### src/logic/i3c_tti_pkg.sv
// TTI queue definitions
package i3c_tti_pkg;

  // Queue entry widths.
  localparam int unsigned TxDescWidth = 32;
  localparam int unsigned TxWordWidth = 32;

  // Queue depths, in entries.
  localparam int unsigned TxDescDepth = 4;
  localparam int unsigned TxDataDepth = 16;

  // A fill level must reach the full depth, so it needs one bit more than an index.
  localparam int unsigned LevelWidth = $clog2(TxDataDepth + 1);

  // One TX descriptor as pushed by software. Bits 15:0 hold the byte count.
  typedef logic [TxDescWidth-1:0] tx_desc_t;

  // One TX data word. Byte 0 sits in bits 7:0 and leaves first.
  typedef logic [TxWordWidth-1:0] tx_word_t;

  // Message length or bytes still to go.
  typedef logic [15:0] byte_count_t;

  // Number of entries held by a queue.
  typedef logic [LevelWidth-1:0] queue_level_t;

endpackage

### src/logic/i3c_target_pkg.sv
// I3C target bus-side definitions
package i3c_target_pkg;

  // A data byte as seen by the bus engine.
  typedef logic [7:0] bus_byte_t;

  // Private-read responder states.
  // IDLE waits for a read, RESPOND answers with ACK or NACK, SEND moves the bytes.
  typedef enum logic [1:0] {
    IDLE,
    RESPOND,
    SEND
  } read_state_e;

endpackage

### src/logic/tti_queue.sv
// TTI synchronous queue
`timescale 1ns/1ps

module tti_queue #(
  parameter int unsigned Width = 32,
  parameter int unsigned Depth = 4
) (
  input  logic                      clk_i,
  input  logic                      rst_ni,
  input  logic                      wvalid_i,
  output logic                      wready_o,
  input  logic [Width-1:0]          wdata_i,
  output logic                      rvalid_o,
  input  logic                      rready_i,
  output logic [Width-1:0]          rdata_o,
  output i3c_tti_pkg::queue_level_t level_o
);

  localparam int unsigned PtrWidth = (Depth > 1) ? $clog2(Depth) : 1;

  logic [Width-1:0]          mem_q [Depth];
  logic [PtrWidth-1:0]       wr_ptr_q;
  logic [PtrWidth-1:0]       rd_ptr_q;
  i3c_tti_pkg::queue_level_t count_q;
  logic                      push;
  logic                      pop;

  // Pointers wrap at Depth, which need not be a power of two.
  function automatic logic [PtrWidth-1:0] next_ptr(input logic [PtrWidth-1:0] ptr);
    if (ptr == PtrWidth'(Depth - 1)) begin
      return '0;
    end
    return ptr + 1'b1;
  endfunction

  assign wready_o = (count_q != i3c_tti_pkg::queue_level_t'(Depth));
  assign rvalid_o = (count_q != '0);
  assign push     = wvalid_i && wready_o;
  assign pop      = rvalid_o && rready_i;
  assign rdata_o  = mem_q[rd_ptr_q];  // Head entry, shown as soon as it is stored.
  assign level_o  = count_q;

  always_ff @(posedge clk_i) begin
    if (push) begin
      mem_q[wr_ptr_q] <= wdata_i;
    end
  end

  always_ff @(posedge clk_i or negedge rst_ni) begin
    if (!rst_ni) begin
      wr_ptr_q <= '0;
      rd_ptr_q <= '0;
      count_q  <= '0;
    end else begin
      if (push) wr_ptr_q <= next_ptr(wr_ptr_q);
      if (pop) rd_ptr_q <= next_ptr(rd_ptr_q);
      case ({push, pop})
        2'b10:   count_q <= count_q + 1'b1;
        2'b01:   count_q <= count_q - 1'b1;
        default: count_q <= count_q;  // Both or neither leave the level as it is.
      endcase
    end
  end

  // A push held off by a full queue stays offered with the same data until it is taken.
  assert property (@(posedge clk_i) disable iff (!rst_ni)
    (wvalid_i && !wready_o) |=> (wvalid_i && $stable(wdata_i)));

endmodule

### src/logic/tx_word_to_byte.sv
// TX word to byte converter
`timescale 1ns/1ps

module tx_word_to_byte (
  input  logic                      clk_i,
  input  logic                      rst_ni,
  input  logic                      word_valid_i,
  output logic                      word_ready_o,
  input  i3c_tti_pkg::tx_word_t     word_i,
  output logic                      byte_valid_o,
  input  logic                      byte_ready_i,
  output i3c_target_pkg::bus_byte_t byte_o,
  output logic                      holding_o,
  input  logic                      flush_i
);

  i3c_tti_pkg::tx_word_t word_q;
  logic [1:0]            idx_q;
  logic                  holding_q;
  logic                  last_byte_fire;

  assign byte_valid_o   = holding_q;
  assign byte_o         = word_q[{idx_q, 3'b000} +: 8];  // Least-significant byte first.
  assign holding_o      = holding_q;
  assign last_byte_fire = holding_q && byte_ready_i && (idx_q == 2'd3);

  // A new word can enter while empty, or in the cycle the fourth byte leaves.
  assign word_ready_o = (!holding_q || last_byte_fire) && !flush_i;

  always_ff @(posedge clk_i) begin
    if (word_valid_i && word_ready_o) begin
      word_q <= word_i;
    end
  end

  always_ff @(posedge clk_i or negedge rst_ni) begin
    if (!rst_ni) begin
      holding_q <= 1'b0;
      idx_q     <= '0;
    end else if (flush_i) begin
      // The rest of the held word belongs to a finished message.
      holding_q <= 1'b0;
      idx_q     <= '0;
    end else if (word_valid_i && word_ready_o) begin
      holding_q <= 1'b1;
      idx_q     <= '0;
    end else if (holding_q && byte_ready_i) begin
      idx_q <= idx_q + 1'b1;  // Wraps to zero after byte 3.
      if (idx_q == 2'd3) begin
        holding_q <= 1'b0;
      end
    end
  end

endmodule

### src/logic/descriptor_tx.sv
// TX descriptor handler
`timescale 1ns/1ps

module descriptor_tx (
  input  logic                      clk_i,
  input  logic                      rst_ni,
  input  logic                      desc_valid_i,
  output logic                      desc_ready_o,
  input  i3c_tti_pkg::tx_desc_t     desc_i,
  input  i3c_tti_pkg::queue_level_t data_level_i,
  input  logic                      conv_holding_i,
  input  logic                      byte_valid_i,
  output logic                      byte_ready_o,
  input  i3c_target_pkg::bus_byte_t byte_i,
  output logic                      conv_flush_o,
  input  logic                      tx_start_i,
  input  logic                      tx_abort_i,
  output logic                      tx_desc_avail_o,
  output i3c_target_pkg::bus_byte_t tx_byte_o,
  output logic                      tx_byte_valid_o,
  input  logic                      tx_byte_ready_i,
  output logic                      tx_byte_last_o
);

  i3c_tti_pkg::tx_desc_t     desc_q;
  i3c_tti_pkg::byte_count_t  count_q;
  i3c_tti_pkg::byte_count_t  data_len;
  i3c_tti_pkg::byte_count_t  words_needed;
  i3c_tti_pkg::byte_count_t  words_avail;
  logic [16:0]               len_round;
  logic                      desc_held_q;
  logic                      pending_q;
  logic                      flush_q;
  logic                      start;
  logic                      byte_fire;
  logic                      tx_end;

  assign data_len     = desc_q[15:0];
  assign len_round    = {1'b0, data_len} + 17'd3;
  assign words_needed = i3c_tti_pkg::byte_count_t'(len_round[16:2]);
  // The word inside the converter counts as available data too.
  assign words_avail  = i3c_tti_pkg::byte_count_t'(data_level_i)
                      + i3c_tti_pkg::byte_count_t'(conv_holding_i);

  // A descriptor is only offered once the previous message is fully gone.
  assign tx_desc_avail_o = desc_valid_i && !desc_held_q && !flush_q;
  assign desc_ready_o    = tx_desc_avail_o && tx_start_i && !tx_abort_i;

  assign start = desc_held_q && !pending_q && !flush_q && (words_avail >= words_needed);

  // While draining after an abort, converter bytes are swallowed here.
  assign byte_ready_o    = flush_q || (pending_q && tx_byte_ready_i);
  assign byte_fire       = byte_valid_i && byte_ready_o;
  assign tx_byte_valid_o = pending_q && byte_valid_i;
  assign tx_byte_o       = byte_i;
  assign tx_byte_last_o  = (count_q == 16'd1);

  assign tx_end       = byte_fire && (count_q == 16'd1);
  assign conv_flush_o = tx_end && (data_len[1:0] != 2'b00);  // Drop the unused tail bytes.

  always_ff @(posedge clk_i) begin
    if (desc_ready_o && desc_valid_i) begin
      desc_q <= desc_i;
    end
  end

  always_ff @(posedge clk_i or negedge rst_ni) begin
    if (!rst_ni) begin
      desc_held_q <= 1'b0;
      pending_q   <= 1'b0;
      flush_q     <= 1'b0;
      count_q     <= '0;
    end else begin
      if (desc_ready_o && desc_valid_i) begin
        desc_held_q <= 1'b1;
        count_q     <= desc_i[15:0];
      end else if (byte_fire) begin
        count_q <= count_q - 1'b1;
      end
      if (tx_end || tx_abort_i) desc_held_q <= 1'b0;
      if (start) begin
        pending_q <= 1'b1;
      end else if (tx_end || tx_abort_i) begin
        pending_q <= 1'b0;
      end
      // An abort on the last byte has nothing left to drain.
      if (tx_abort_i && desc_held_q && !tx_end && (count_q != '0)) begin
        flush_q <= 1'b1;
      end else if (tx_end) begin
        flush_q <= 1'b0;
      end
    end
  end

  // The remaining count always shrinks by one per accepted byte, so it never wraps.
  assert property (@(posedge clk_i) disable iff (!rst_ni)
    byte_fire |=> (count_q < $past(count_q)));

  // Bytes only go out for a message whose descriptor is held.
  assert property (@(posedge clk_i) disable iff (!rst_ni)
    $rose(tx_byte_valid_o) |-> desc_held_q);

endmodule

### src/logic/target_read_ctrl.sv
// Private read responder
`timescale 1ns/1ps

module target_read_ctrl (
  input  logic                      clk_i,
  input  logic                      rst_ni,
  input  logic                      read_req_i,
  output logic                      read_ack_o,
  output logic                      read_nack_o,
  input  logic                      bus_abort_i,
  output i3c_target_pkg::bus_byte_t bus_byte_o,
  output logic                      bus_byte_valid_o,
  input  logic                      bus_byte_ready_i,
  output logic                      bus_tbit_o,
  input  logic                      tx_desc_avail_i,
  output logic                      tx_start_o,
  output logic                      tx_abort_o,
  input  i3c_target_pkg::bus_byte_t tx_byte_i,
  input  logic                      tx_byte_valid_i,
  output logic                      tx_byte_ready_o,
  input  logic                      tx_byte_last_i
);

  i3c_target_pkg::read_state_e state_q;
  i3c_target_pkg::read_state_e state_d;
  logic                        in_respond;
  logic                        in_send;

  assign in_respond = (state_q == i3c_target_pkg::RESPOND);
  assign in_send    = (state_q == i3c_target_pkg::SEND);

  // The answer is given in the cycle after the request. An abort then turns it into a NACK.
  assign read_ack_o  = in_respond && tx_desc_avail_i && !bus_abort_i;
  assign read_nack_o = in_respond && (!tx_desc_avail_i || bus_abort_i);
  assign tx_start_o  = read_ack_o;
  assign tx_abort_o  = in_send && bus_abort_i;

  // Bytes pass straight through while sending.
  assign bus_byte_o       = tx_byte_i;
  assign bus_byte_valid_o = in_send && tx_byte_valid_i;
  assign tx_byte_ready_o  = in_send && bus_byte_ready_i;
  assign bus_tbit_o       = bus_byte_valid_o && tx_byte_last_i;  // T-bit ends the read.

  always_comb begin
    state_d = state_q;
    case (state_q)
      i3c_target_pkg::IDLE: begin
        if (read_req_i) state_d = i3c_target_pkg::RESPOND;
      end
      i3c_target_pkg::RESPOND: begin
        state_d = read_ack_o ? i3c_target_pkg::SEND : i3c_target_pkg::IDLE;
      end
      i3c_target_pkg::SEND: begin
        if (bus_abort_i) begin
          state_d = i3c_target_pkg::IDLE;
        end else if (bus_byte_valid_o && bus_byte_ready_i && tx_byte_last_i) begin
          state_d = i3c_target_pkg::IDLE;  // Last byte has gone out.
        end
      end
      default: state_d = i3c_target_pkg::IDLE;
    endcase
  end

  always_ff @(posedge clk_i or negedge rst_ni) begin
    if (!rst_ni) begin
      state_q <= i3c_target_pkg::IDLE;
    end else begin
      state_q <= state_d;
    end
  end

  // Every answer follows a request one cycle earlier, and never both at once.
  assert property (@(posedge clk_i) disable iff (!rst_ni)
    (read_ack_o || read_nack_o) |-> ($past(read_req_i) && !(read_ack_o && read_nack_o)));

endmodule

### src/logic/tti_tx_top.sv
// TTI transmit path top level
`timescale 1ns/1ps

module tti_tx_top (
  input  logic                      clk_i,
  input  logic                      rst_ni,
  input  logic                      desc_wvalid_i,
  output logic                      desc_wready_o,
  input  i3c_tti_pkg::tx_desc_t     desc_wdata_i,
  input  logic                      data_wvalid_i,
  output logic                      data_wready_o,
  input  i3c_tti_pkg::tx_word_t     data_wdata_i,
  input  logic                      read_req_i,
  output logic                      read_ack_o,
  output logic                      read_nack_o,
  output i3c_target_pkg::bus_byte_t bus_byte_o,
  output logic                      bus_byte_valid_o,
  input  logic                      bus_byte_ready_i,
  output logic                      bus_tbit_o,
  input  logic                      bus_abort_i
);

  logic                      desc_rvalid;
  logic                      desc_rready;
  i3c_tti_pkg::tx_desc_t     desc_rdata;
  logic                      data_rvalid;
  logic                      data_rready;
  i3c_tti_pkg::tx_word_t     data_rdata;
  i3c_tti_pkg::queue_level_t data_level;
  logic                      conv_valid;
  logic                      conv_ready;
  i3c_target_pkg::bus_byte_t conv_byte;
  logic                      conv_holding;
  logic                      conv_flush;
  logic                      tx_desc_avail;
  logic                      tx_start;
  logic                      tx_abort;
  i3c_target_pkg::bus_byte_t tx_byte;
  logic                      tx_byte_valid;
  logic                      tx_byte_ready;
  logic                      tx_byte_last;

  // The descriptor fill level is not needed, only whether one is waiting.
  tti_queue #(
    .Width(i3c_tti_pkg::TxDescWidth),
    .Depth(i3c_tti_pkg::TxDescDepth)
  ) desc_queue_i (
    .clk_i, .rst_ni,
    .wvalid_i(desc_wvalid_i), .wready_o(desc_wready_o), .wdata_i(desc_wdata_i),
    .rvalid_o(desc_rvalid), .rready_i(desc_rready), .rdata_o(desc_rdata),
    .level_o()
  );

  tti_queue #(
    .Width(i3c_tti_pkg::TxWordWidth),
    .Depth(i3c_tti_pkg::TxDataDepth)
  ) data_queue_i (
    .clk_i, .rst_ni,
    .wvalid_i(data_wvalid_i), .wready_o(data_wready_o), .wdata_i(data_wdata_i),
    .rvalid_o(data_rvalid), .rready_i(data_rready), .rdata_o(data_rdata),
    .level_o(data_level)
  );

  tx_word_to_byte conv_i (
    .clk_i, .rst_ni,
    .word_valid_i(data_rvalid), .word_ready_o(data_rready), .word_i(data_rdata),
    .byte_valid_o(conv_valid), .byte_ready_i(conv_ready), .byte_o(conv_byte),
    .holding_o(conv_holding), .flush_i(conv_flush)
  );

  descriptor_tx desc_tx_i (
    .clk_i, .rst_ni,
    .desc_valid_i(desc_rvalid), .desc_ready_o(desc_rready), .desc_i(desc_rdata),
    .data_level_i(data_level), .conv_holding_i(conv_holding),
    .byte_valid_i(conv_valid), .byte_ready_o(conv_ready), .byte_i(conv_byte),
    .conv_flush_o(conv_flush), .tx_start_i(tx_start), .tx_abort_i(tx_abort),
    .tx_desc_avail_o(tx_desc_avail), .tx_byte_o(tx_byte),
    .tx_byte_valid_o(tx_byte_valid), .tx_byte_ready_i(tx_byte_ready),
    .tx_byte_last_o(tx_byte_last)
  );

  target_read_ctrl read_ctrl_i (
    .clk_i, .rst_ni,
    .read_req_i, .read_ack_o, .read_nack_o, .bus_abort_i,
    .bus_byte_o, .bus_byte_valid_o, .bus_byte_ready_i, .bus_tbit_o,
    .tx_desc_avail_i(tx_desc_avail), .tx_start_o(tx_start), .tx_abort_o(tx_abort),
    .tx_byte_i(tx_byte), .tx_byte_valid_i(tx_byte_valid),
    .tx_byte_ready_o(tx_byte_ready), .tx_byte_last_i(tx_byte_last)
  );

endmodule

### config.mk
export PLATFORM = sky130hd
export DESIGN_NAME = tti_tx_top
export DESIGN_NICKNAME = d
export VERILOG_FILES = /design/src/logic/i3c_tti_pkg.sv /design/src/logic/i3c_target_pkg.sv /design/src/logic/tti_queue.sv /design/src/logic/tx_word_to_byte.sv /design/src/logic/descriptor_tx.sv /design/src/logic/target_read_ctrl.sv /design/src/logic/tti_tx_top.sv
export SDC_FILE = /design/constraint.sdc
export NUM_CORES = 1
export LEC_CHECK = 0
export ABC_AREA = 1
export BUFFER_PORTS_ARGS = -buffer_cell sky130_fd_sc_hd__buf_2
export CAP_MARGIN = 15
export CORE_MARGIN = 2
export CORE_UTILIZATION = 53
export CTS_CLUSTER_SIZE = 12
export DETAILED_ROUTE_END_ITERATION = 8
export PLACE_DENSITY = 0.79
export SYNTH_ARGS = -nofsm -noshare
export SYNTH_HDL_FRONTEND = slang
export SYNTH_SLANG_ARGS = --single-unit
export TNS_END_PERCENT = 50
### constraint.sdc
create_clock -name clk_i -period 4.05 [get_ports clk_i]
set_input_delay 0 -clock clk_i [delete_from_list [all_inputs] [get_ports clk_i]]
set_output_delay 0 -clock clk_i [all_outputs]
set_load 0.03 [all_outputs]
# After elaboration in Yosys (flattened, before gate mapping)

Memories as Yosys holds them, arrays and structs flattened. A register that Yosys moved wholly into a read port is not among the register bits.
Cells that the tools add are included.

Bits in writable memories: 640
Memories: 2
Register bits: 62
Output and inout bits: 14
Logic and storage cells: 146

Mux-type cells: 42
Magnitude comparators: 1
Reductions and logical operators: 58
Equality and inequality tests: 16
Shift operators: 1
Add/subtract/negate cells: 12

Memory list:

| name               | words | width | read ports | clocked after memory_dff | write ports | RTL line        | text |
|---|---|---|---|---|---|---|---|
| data_queue_i.mem_q | 16    | 32    | 1          | 1                        | 1           | tti_queue.sv:21 | `logic [Width-1:0] mem_q [Depth];` |
| desc_queue_i.mem_q | 4     | 32    | 1          | 0                        | 1           | tti_queue.sv:21 |  |

Operators with widths:

| cell                    | number |
|---|---|
| $mux W16                | 2 |
| $shiftx A32 B6 Y8       | 1 |
| $logic_and A1 B1 Y1     | 30 |
| $mux W1                 | 22 |
| $mux W2                 | 11 |
| $pmux W5 S2             | 2 |
| $add A16 B2 Y17 const B | 1 |
| $eq A16 B1 Y1 const B   | 1 |
| $ge A16 B15 Y1          | 1 |
| $mux W4                 | 4 |
| $reduce_bool A16 Y1     | 1 |
| $sub A16 B1 Y16 const B | 1 |
| $reduce_bool A2 Y1      | 7 |
| $eq A2 B2 Y1 const B    | 6 |
| $add A5 B1 Y5 const B   | 2 |
| $reduce_bool A5 Y1      | 2 |
| $sub A5 B1 Y5 const B   | 2 |
| $logic_not A1 Y1        | 9 |
| $add A4 B1 Y4 const B   | 2 |
| $eq A4 B4 Y1 const B    | 2 |
| $add A2 B1 Y2 const B   | 3 |
| $add A5 B1 Y6           | 1 |
| $eq A2 B1 Y1 const B    | 3 |
| $pmux W2 S3             | 1 |
| other kinds (8)         | 13 |

# Depth between registers and ports, before layout

Gate-level depths: netlist (run 1).

Depth after elaboration: 12
Depth in mapped cells: 19
Gate-level depth less buffers: 19

# Hierarchy

Synthesis (run 1) repeated with hierarchy kept, for this count alone.

Cells, all modules: 2971
Area, all modules: 32119.6 um^2

Modules (own cells, without submodules):

| module                   | cells each | instances | area each (um^2) |
|---|---|---|---|
| tti_queue (data_queue_i) | 2123       | 1         | 22599.2 |
| tti_queue (desc_queue_i) | 395        | 1         | 5440.2 |
| descriptor_tx            | 306        | 1         | 2379.8 |
| tx_word_to_byte          | 117        | 1         | 1486.4 |
| target_read_ctrl         | 30         | 1         | 214.0 |

# Least setup slack after synthesis (run 1)

Ideal clock, no wire load.

Kind: reg-to-reg
From: register read_ctrl_i.state_q[0]
To: register data_queue_i.count_q[4], in the netlist data_queue_i.level_o[4]
Data required time: 3.919 ns
Setup slack: 0.899 ns
Buffers on the path: 0
Cell stages (with the launch flop): 15
Setup time: 0.131 ns
Data arrival time: 3.021 ns
Path through: dfrtp_1 > nor2_2 > nand3_1 > nand2_1 > nand2_1 > a21oi_1 > nand2_4 > inv_1 > ha_1 > ha_1 > a21oi_1 > nand2_1 > a21oi_1 > o21ai_0 > xor2_1

Word-level cells in the longest chain between the ends: 12
Elaborated cells between the ends (all ways): 16
Those cells by class: eq/ne: 3; mux: 1; reduce/logical: 12

Ends and longest elaborated chain:

| element                                                  | RTL line                                   | text |
|---|---|---|
| from (decl)                                              | target_read_ctrl.sv:24                     | `i3c_target_pkg::read_state_e state_q;` |
| from (signal assigned)                                   | target_read_ctrl.sv:66                     | `state_q <= i3c_target_pkg::IDLE;` |
| from (signal assigned)                                   | target_read_ctrl.sv:68                     | `state_q <= state_d;` |
| $eq A2 B2 Y1 *                                           | target_read_ctrl.sv:30                     | `assign in_send = (state_q == i3c_target_pkg::SEND);` |
| $logic_and A1 B1 Y1 *                                    | target_read_ctrl.sv:41                     | `assign tx_byte_ready_o = in_send && bus_byte_ready_i;` |
| $logic_and A1 B1 Y1 *                                    | descriptor_tx.sv:52                        | `assign byte_ready_o = flush_q \|\| (pending_q && tx_byte_ready_i);` |
| $logic_or A1 B1 Y1 *                                     | descriptor_tx.sv:52                        |  |
| $logic_and A1 B1 Y1 *                                    | tx_word_to_byte.sv:25, descriptor_tx.sv:53 |  |
| $logic_and A1 B1 Y1                                      | descriptor_tx.sv:58                        | `assign tx_end = byte_fire && (count_q == 16'd1);` |
| $logic_and A1 B1 Y1                                      | descriptor_tx.sv:59                        | `assign conv_flush_o = tx_end && (data_len[1:0] != 2'b00);` |
| $logic_not A1 Y1                                         | tx_word_to_byte.sv:28                      | `assign word_ready_o = (!holding_q \|\| last_byte_fire) && !flush_i;` |
| $logic_and A1 B1 Y1 *                                    | tx_word_to_byte.sv:28                      |  |
| $logic_and A1 B1 Y1 *                                    | tti_queue.sv:39                            | `assign pop = rvalid_o && rready_i;` |
| via data_queue_i.pop                                     | tti_queue.sv:26                            | `logic pop;` |
| $eq A2 B1 Y1 / $eq A2 B2 Y1 (equally long branches)      | tti_queue.sv:57                            | `case ({push, pop})` |
| $pmux W5 S2 / $reduce_bool A2 Y1 (equally long branches) | --                                         |  |
| to (signal assigned)                                     | tti_queue.sv:58                            | `2'b10: count_q <= count_q + 1'b1;` |
| to (signal assigned)                                     | tti_queue.sv:59                            | `2'b01: count_q <= count_q - 1'b1;` |
| to (signal assigned)                                     | tti_queue.sv:60                            | `default: count_q <= count_q;` |
| to (decl)                                                | tti_queue.sv:24                            | `i3c_tti_pkg::queue_level_t count_q;` |

Mark *: on every way through the listed nets, which the timed path passes. The rest lies on a longest branch.
A chain may end at the register's enable or synchronous reset.

# Final worst setup path (run 1)

Same ends and word-level chain as after synthesis.

==> results of run 1 <==
==> layout make-up <==
class                   count  area, um2  area share, %
multi-input cells        1283       6621          21.42
repair buffers            163       1254          4.056
flip-flops and latches    670      19900          64.37
clock inverters            23      160.2         0.5182
inverters                  75      286.5         0.9270
clock buffers              85       1839          5.951
well taps                 680      850.8          2.753
==> report_power, final <==
group | total (mW) | switching, mW | internal (mW)
clock network | 5.79 | 2.52 | 3.27
registers | 8.75 | 0.290 | 8.46
logic | 5.88 | 4.24 | 1.64
==> placed cells by master (no fill, tap or decap), types with 8 or more instances in the layout <==
master	count
edfxtp_1	624
nand2_1	365
o21ai_0	222
nor2_1	207
a21oi_1	97
nand3_1	82
clkbuf_16	71
o22ai_1	68
buf_2	68
inv_1	62
dlygate4sd3_1	55
a211oi_1	42
dfrtp_1	42
buf_4	35
ha_1	30
o21ai_1	26
nand4_1	23
xor2_1	18
o221ai_1	17
nor2_4	17
clkinv_1	13
clkbuf_1	13
inv_2	10
nor2_2	10
xnor2_1	9
o221a_2	8
==> synth_stat cells, types with 3 or more instances <==
cell type,count
nand3_1,82
edfxtp_1,624
buf_2,45
o221a_2,8
inv_1,63
xor2_1,18
o21ai_0,222
o211ai_1,7
buf_4,14
buf_1,4
xnor2_1,9
inv_2,10
a211oi_1,42
nand2_2,3
nand2_1,365
nand2_4,3
buf_6,9
o221ai_1,17
dfrtp_1,46
nand4_1,23
a21oi_1,97
nor3_1,6
clkbuf_1,40
a21oi_2,6
ha_1,30
o22ai_1,68
o21ai_1,26
nor2_1,227
nor2_2,6
==> cells by family (layout without fill, tap and decap cells) <==
family                     Yosys count  count (layout)  synth area share (%)
xor gates and xnor gates            27              27                0.8672
buffers and inverters              189             346                 3.258
and+or+nand+nor                    725             725                 10.97
DFF                                670             670                 72.94
AOI/OAI and AO/OA                  500             500                 10.52
adders and majority gates           31              31                 1.450
==> registers in the layout, indices dropped and copies added, names as in the netlist <==
name / cells
conv_i.byte_valid_o: 1
data_queue_i.rd_ptr_q: 4
desc_tx_i.desc_q: 16
desc_tx_i.count_q: 16
desc_queue_i.rd_ptr_q: 2
conv_i.word_q: 32
desc_tx_i.desc_held_q: 1
read_ctrl_i.state_q: 2
conv_i.idx_q: 2
desc_tx_i.pending_q: 1
desc_queue_i.mem_q: 64
desc_queue_i.wr_ptr_q: 2
desc_tx_i.flush_q: 1
data_queue_i.wr_ptr_q: 4
data_queue_i.level_o: 5
data_queue_i.mem_q: 512
desc_queue_i.level_o: 5
==> repair_timing <==
action                                 4_1_cts  5_1_grt
setup endpoints to repair                    0        0
hold buffers                                55        0
endpoints found under the hold margin      634        0
==> tightest hold or removal path: cells and delay by family <==
kind | cells | cell delay, ps
buffers and inverters | 3 | 1090
==> worst min-delay path by stage <==
stage	start	endpoint	slack [ps]
floorplan	rst_ni	conv_i.byte_valid_o$_DFFE_PN0P_	-300
global placement	rst_ni	desc_queue_i.wr_ptr_q[0]$_DFFE_PN0P_	130
detailed placement	rst_ni	desc_queue_i.wr_ptr_q[1]$_DFFE_PN0P_	140
CTS	rst_ni	desc_queue_i.wr_ptr_q[1]$_DFFE_PN0P_	40
global route	rst_ni	desc_queue_i.wr_ptr_q[1]$_DFFE_PN0P_	70
finish	rst_ni	desc_queue_i.wr_ptr_q[0]$_DFFE_PN0P_	20
==> per-stage QoR <==
stage / area [um2] / hold slack [ps] / util, % / power, mW
2_1_floorplan: 27270 / -295.6 / - / 12.69
3_3_place_gp: 28340 / 127.5 / 55.46 / 14.27
3_5_place_dp: 28340 / 141.5 / 55.46 / 14.52
4_1_cts: 30890 / 43.11 / 60.45 / 20.31
5_1_grt: 30910 / 70.58 / 60.49 / 21.26
6_report: 30910 / 16.25 / 60.49 / 20.42
==> metal layers <==
| layer | global-route usage, % | part of all wire [%] |
|---|---|---|
| met5 | 0 | 0 |
| met2 | 40.18 | 49 |
| met4 | 9.435 | 3.2 |
| met3 | 4.484 | 9.8 |
| met1 | 32.56 | 38 |
==> flow_metrics.env, run 1 <==
export IMPL_synth_avg_cell_area_um2=12.73
export IMPL_placementRows=83
export IMPL_drt_iter0_markers=2306
export IMPL_post_cts_buffers=0
export IMPL_skew_ps=26.65
export IMPL_port_buffers=68
export IMPL_cts_resized=0
export IMPL_grt_usage_pct=24.44
export IMPL_setup_slack_ps=607.9
export IMPL_layout_nets=2365
export IMPL_cts_max_path_buffers=3
export IMPL_overflow=0
export IMPL_finalSetupTns_ps=0
export IMPL_critPathCapture="data_queue_i.level_o[4]$_DFFE_PN0P_"
export IMPL_hold_path_class="in2async"
export IMPL_crit_type="reg2reg"
export IMPL_cp_start_kind="register"
export IMPL_drtPass1Iterations=6
export IMPL_status="completed"
export IMPL_worst_slew_pin_slew_ps=1039
export IMPL_pwr_density_cell_nw_per_um2=660.6
export IMPL_drv_cap=0
export IMPL_max_freq_ghz=0.2905
export IMPL_coreArea_um2=51090
export IMPL_routed_wl_mm=65.10
export IMPL_synthCells=2142
export IMPL_gp_congestion=0.9036
export IMPL_path_depth=17
export IMPL_critical_path_top_delay_family="simple AND/OR/NAND/NOR gates"
export IMPL_rsz0062_at_grt="false"
export IMPL_path_buf_inv=3
export IMPL_routed_via_density=6.021
export IMPL_grt_max_degree=173
export IMPL_r2r_end="data_queue_i.level_o[4]$_DFFE_PN0P_"
export IMPL_root_buffer="clkbuf_16"
export IMPL_synth_largest_area_cell="edfxtp_1"
export IMPL_pre_cts_ws_ps=636.8
export IMPL_worstPathCellList="nor2_2 -> nand3_1 -> nand2_1 -> nand2_1 -> inv_2 -> nand2_2 -> inv_2 -> nand2_4 -> nand2_4 -> inv_1 -> ha_1 -> fa_1 -> nand3_1 -> nand2_1 -> a21oi_1 -> o21ai_0 -> xor2_1"
export IMPL_drtAntennaViolNets=0
export IMPL_synth_area_um2=27270
export IMPL_dieArea_um2=53280
export IMPL_crit_start="read_ctrl_i.state_q[0]$_DFFE_PN0P_"
export IMPL_end_kind="register"
export IMPL_stdcell_count=2979
export IMPL_synthArstFlopShare_pct=6.866
export IMPL_die_h_um=230.8
export IMPL_wl_per_cell_um=21.85
export IMPL_drc=0
export IMPL_final_hold_viol_count=0
export IMPL_reg2reg_slack_ps=610
export IMPL_cp_arrival_ps=3910
export IMPL_synth_nets=2244
export IMPL_setup_viol_count_final=0
export IMPL_peakVddDrop_v=0.0008086
export IMPL_grt_pass1_wl_mm=99.52
export IMPL_slowest_stage="dfrtp_1"
export IMPL_p_leak_nw=10.75
export IMPL_area_delta_synth_final_pct=13.35
export IMPL_cts_sinks=670
export IMPL_yosysWarnings=0
export IMPL_r2r_cells=17
export IMPL_crit_top_cell="nand2_1"
export IMPL_cpPeakStageDelay_ps=430
export IMPL_crit_fanout=13
export IMPL_via_count=17940
export IMPL_rr_startpoint="read_ctrl_i.state_q[0]$_DFFE_PN0P_"
export IMPL_cts_max_level=3
export IMPL_start_util_pct=53.37
export IMPL_grt_antenna_before_repair=1
export IMPL_synth_ff_type="edfxtp_1"
export IMPL_drive_above_1_share_pct=11.27
export IMPL_report_final_slew_viol_count=0
export IMPL_dp_hpwl_mm=36.19
export IMPL_num_antenna_cells=0
export IMPL_critPathRequiredTime_ps=4520
export IMPL_yosysTopAreaCellShare_pct=68.72
export IMPL_num_io_pins=85
export IMPL_num_fill_cells=3662
export IMPL_synthDistinctLibCells=47
export IMPL_ys_seq_elements=670
export IMPL_ys_seq_area_share_pct=72.94
export IMPL_die_w_um=230.8
export IMPL_fin_crit_sh_pct=84.99
export IMPL_numCtsBuffers=70
export IMPL_grt_pass1_vias=17910
export IMPL_placed_cells=2815
export IMPL_cts_tree="yes"
export IMPL_insertion_delay_ps=600
export IMPL_synth_edff_count=624
export IMPL_timing_slew_headroom_pct=30.63
export IMPL_synthTopCellsByArea="edfxtp_1, nand2_1, dfrtp_1, o21ai_0, nor2_1"
export IMPL_clkTransAtPathRegs_ps=60
export IMPL_period_minus_slack_ps=3442
(Power assumes the default switching activity.)
==> run 2: changes to the inputs <==
PLACE_DENSITY = 0.81   (was 0.79)
clock period = 2.8 ns   (was 4.05 ns; I/O delays follow)
==> flow_metrics.env, run 2 (synthesis results as in run 1) <==
export IMPL_clkTransAtPathRegs_ps=60
export IMPL_layout_nets=2403
export IMPL_wl_met3_mm=7.008
export IMPL_cp_start_kind="register"
export IMPL_finalSetupTns_ps=0
export IMPL_top_register="data_queue_i.mem_q"
export IMPL_power_mw=30.22
export IMPL_dpl_cell_area_um2=28710
export IMPL_stdcell_count=3022
export IMPL_cts_sinks=670
export IMPL_die_h_um=230.8
export IMPL_die_w_um=230.8
export IMPL_final_util_pct=61.58
export IMPL_period_minus_slack_ps=2688
export IMPL_wl_met2_mm=32.91
export IMPL_placed_cells=2845
export IMPL_insertion_delay_ps=610
export IMPL_largest_reg_flops=512
export IMPL_crit_type="reg2reg"
export IMPL_biggestRegsByFlops="data_queue_i.mem_q: 512 flops, desc_queue_i.mem_q: 64 flops, conv_i.word_q: 32 flops"
export IMPL_num_io_pins=85
export IMPL_drtPass1Iterations=6
export IMPL_start_util_pct=53.37
export IMPL_min_path_cells=2
export IMPL_report_final_slew_viol_count=0
export IMPL_via_count=18320
export IMPL_drv_cap=0
export IMPL_coreArea_um2=51090
export IMPL_drc=0
export IMPL_status="completed"
export IMPL_numCtsBuffers=70
export IMPL_r2r_end="data_queue_i.level_o[3]$_DFFE_PN0P_"
export IMPL_num_antenna_cells=0
export IMPL_min_to="desc_queue_i.mem_q[1][15]$_DFFE_PP_"
export IMPL_final_area_um2=31470
export IMPL_timing_hold_ws_ps=159.9
export IMPL_reg2reg_slack_ps=110
export IMPL_rr_startpoint="desc_tx_i.count_q[8]$_DFFE_PN0P_"
export IMPL_fin_crit_sh_pct=96.00
export IMPL_drt_iter0_markers=2494
export IMPL_gp_congestion=0.9249
export IMPL_cp_arrival_ps=3210
export IMPL_drtAntennaViolNets=0
export IMPL_wirelength_met1_mm=24.89
export IMPL_wl_per_cell_um=22.33
export IMPL_end_kind="register"
export IMPL_cts_max_level=3
export IMPL_max_freq_ghz=0.3720
export IMPL_placementRows=83
export IMPL_final_hold_viol_count=0
export IMPL_grt_pass1_wl_mm=102.2
export IMPL_cts_tree="yes"
export IMPL_area_delta_synth_final_pct=15.39
export IMPL_peakVddDrop_v=0.001037
export IMPL_r2r_cells=18
export IMPL_worst_slew_pin_slew_ps=981.1
export IMPL_crit_fanout=6
export IMPL_setup_viol_count_final=0
export IMPL_grt_antenna_before_repair=3
export IMPL_routed_wl_mm=67.48
export IMPL_port_buffers=68
export IMPL_most_common_layout_cells="edfxtp_1, nand2_1, o21ai_0"
export IMPL_hold_path_class="in2reg"
export IMPL_root_buffer="clkbuf_16"
export IMPL_routed_via_density=6.061
export IMPL_pwr_density_cell_nw_per_um2=960.3
export IMPL_min_delay_start="desc_wdata_i[15]"
export IMPL_cts_max_path_buffers=3
export IMPL_setup_slack_ps=111.9
export IMPL_layout_commonest_cell="edfxtp_1"
export IMPL_p_leak_nw=10.99
export IMPL_top_layer_used="met5"
export IMPL_dp_hpwl_mm=37.34
export IMPL_dieArea_um2=53280
export IMPL_drive_above_1_share_pct=12.85
export IMPL_rsz0062_at_grt="true"
export IMPL_critPathRequiredTime_ps=3330
export IMPL_overflow=0
export IMPL_grt_pass1_vias=18330
export IMPL_pre_cts_ws_ps=29.81
export IMPL_timing_slew_headroom_pct=34.44
export IMPL_grt_usage_pct=25.22
export IMPL_skew_ps=27.66
export IMPL_grt_max_degree=103
[run 2: cell count changes in the layout (fill, tap and decap cells not counted), sizes merged]
cell / change
buf: +36
clkbuf: +9
clkinv: -6
clkinvlp: +3
dlygate4sd3: +2
inv: -1
[run 2: worst max-delay path: stages, from the launching register on]
cell,delay [ps]
dfrtp_1,370
inv_2,80
nand2_1,110
nor2_2,150
nand3_2,140
nor2_2,140
nand2_2,70
inv_2,80
nand2_4,90
nand2_8,100
clkinvlp_4,110
ha_4,200
ha_1,280
a21o_1,160
a21oi_1,110
inv_1,80
o21ai_2,130
a21oi_1,70
a21oi_1,120
[run 2: area by class of cell]
| type | instances | area [um2] |
|---|---|---|
| multi-input combinational | 1283 | 6675 |
| timing repair buffer | 201 | 1714 |
| clock inverter | 19 | 143.9 |
| fill | 3612 | 19630 |
| tap | 680 | 850.8 |
| inverter | 75 | 290.3 |
| clock buffer | 94 | 1894 |
| sequential | 670 | 19900 |
[run 2: worst max path at each step]
stage	to	from	cells after the start
6_report	data_queue_i.level_o[3]$_DFFE_PN0P_	desc_tx_i.count_q[8]$_DFFE_PN0P_	18
2_1_floorplan	data_queue_i.level_o[4]$_DFFE_PN0P_	read_ctrl_i.state_q[0]$_DFFE_PN0P_	17
3_5_place_dp	data_queue_i.level_o[3]$_DFFE_PN0P_	desc_tx_i.count_q[8]$_DFFE_PN0P_	18
3_3_place_gp	data_queue_i.level_o[4]$_DFFE_PN0P_	desc_tx_i.count_q[8]$_DFFE_PN0P_	17
4_1_cts	data_queue_i.level_o[3]$_DFFE_PN0P_	desc_tx_i.count_q[8]$_DFFE_PN0P_	18
5_1_grt	data_queue_i.level_o[3]$_DFFE_PN0P_	desc_tx_i.count_q[8]$_DFFE_PN0P_	18
[run 2: layer usage]
| layer | GRT usage (%) | vias to the layer above |
|---|---|---|
| li1 | - | 8104 |
| met2 | 41.75 | 1148 |
| met5 | 0 | - |
| met3 | 4.694 | 235 |
| met4 | 12.10 | 4 |
| met1 | 32.27 | 8824 |
[run 2: power breakdown]
| group | total, mW | switching, mW | internal (mW) |
|---|---|---|---|
| Sequential | 12.7 | 0.455 | 12.2 |
| Clock | 8.50 | 3.68 | 4.82 |
| Combinational | 9.03 | 6.33 | 2.69 |
| Total | 30.2 | 10.5 | 19.7 |
[run 2: repair_timing]
action | in CTS | in global routing
resized for setup | 1 | 12
endpoints found under the setup margin | 2 | 3
cloned | 0 | 0
endpoints found under the hold margin | 620 | 0
pin swaps | 0 | 3
setup buffers | 0 | 5
hold buffers | 57 | 0
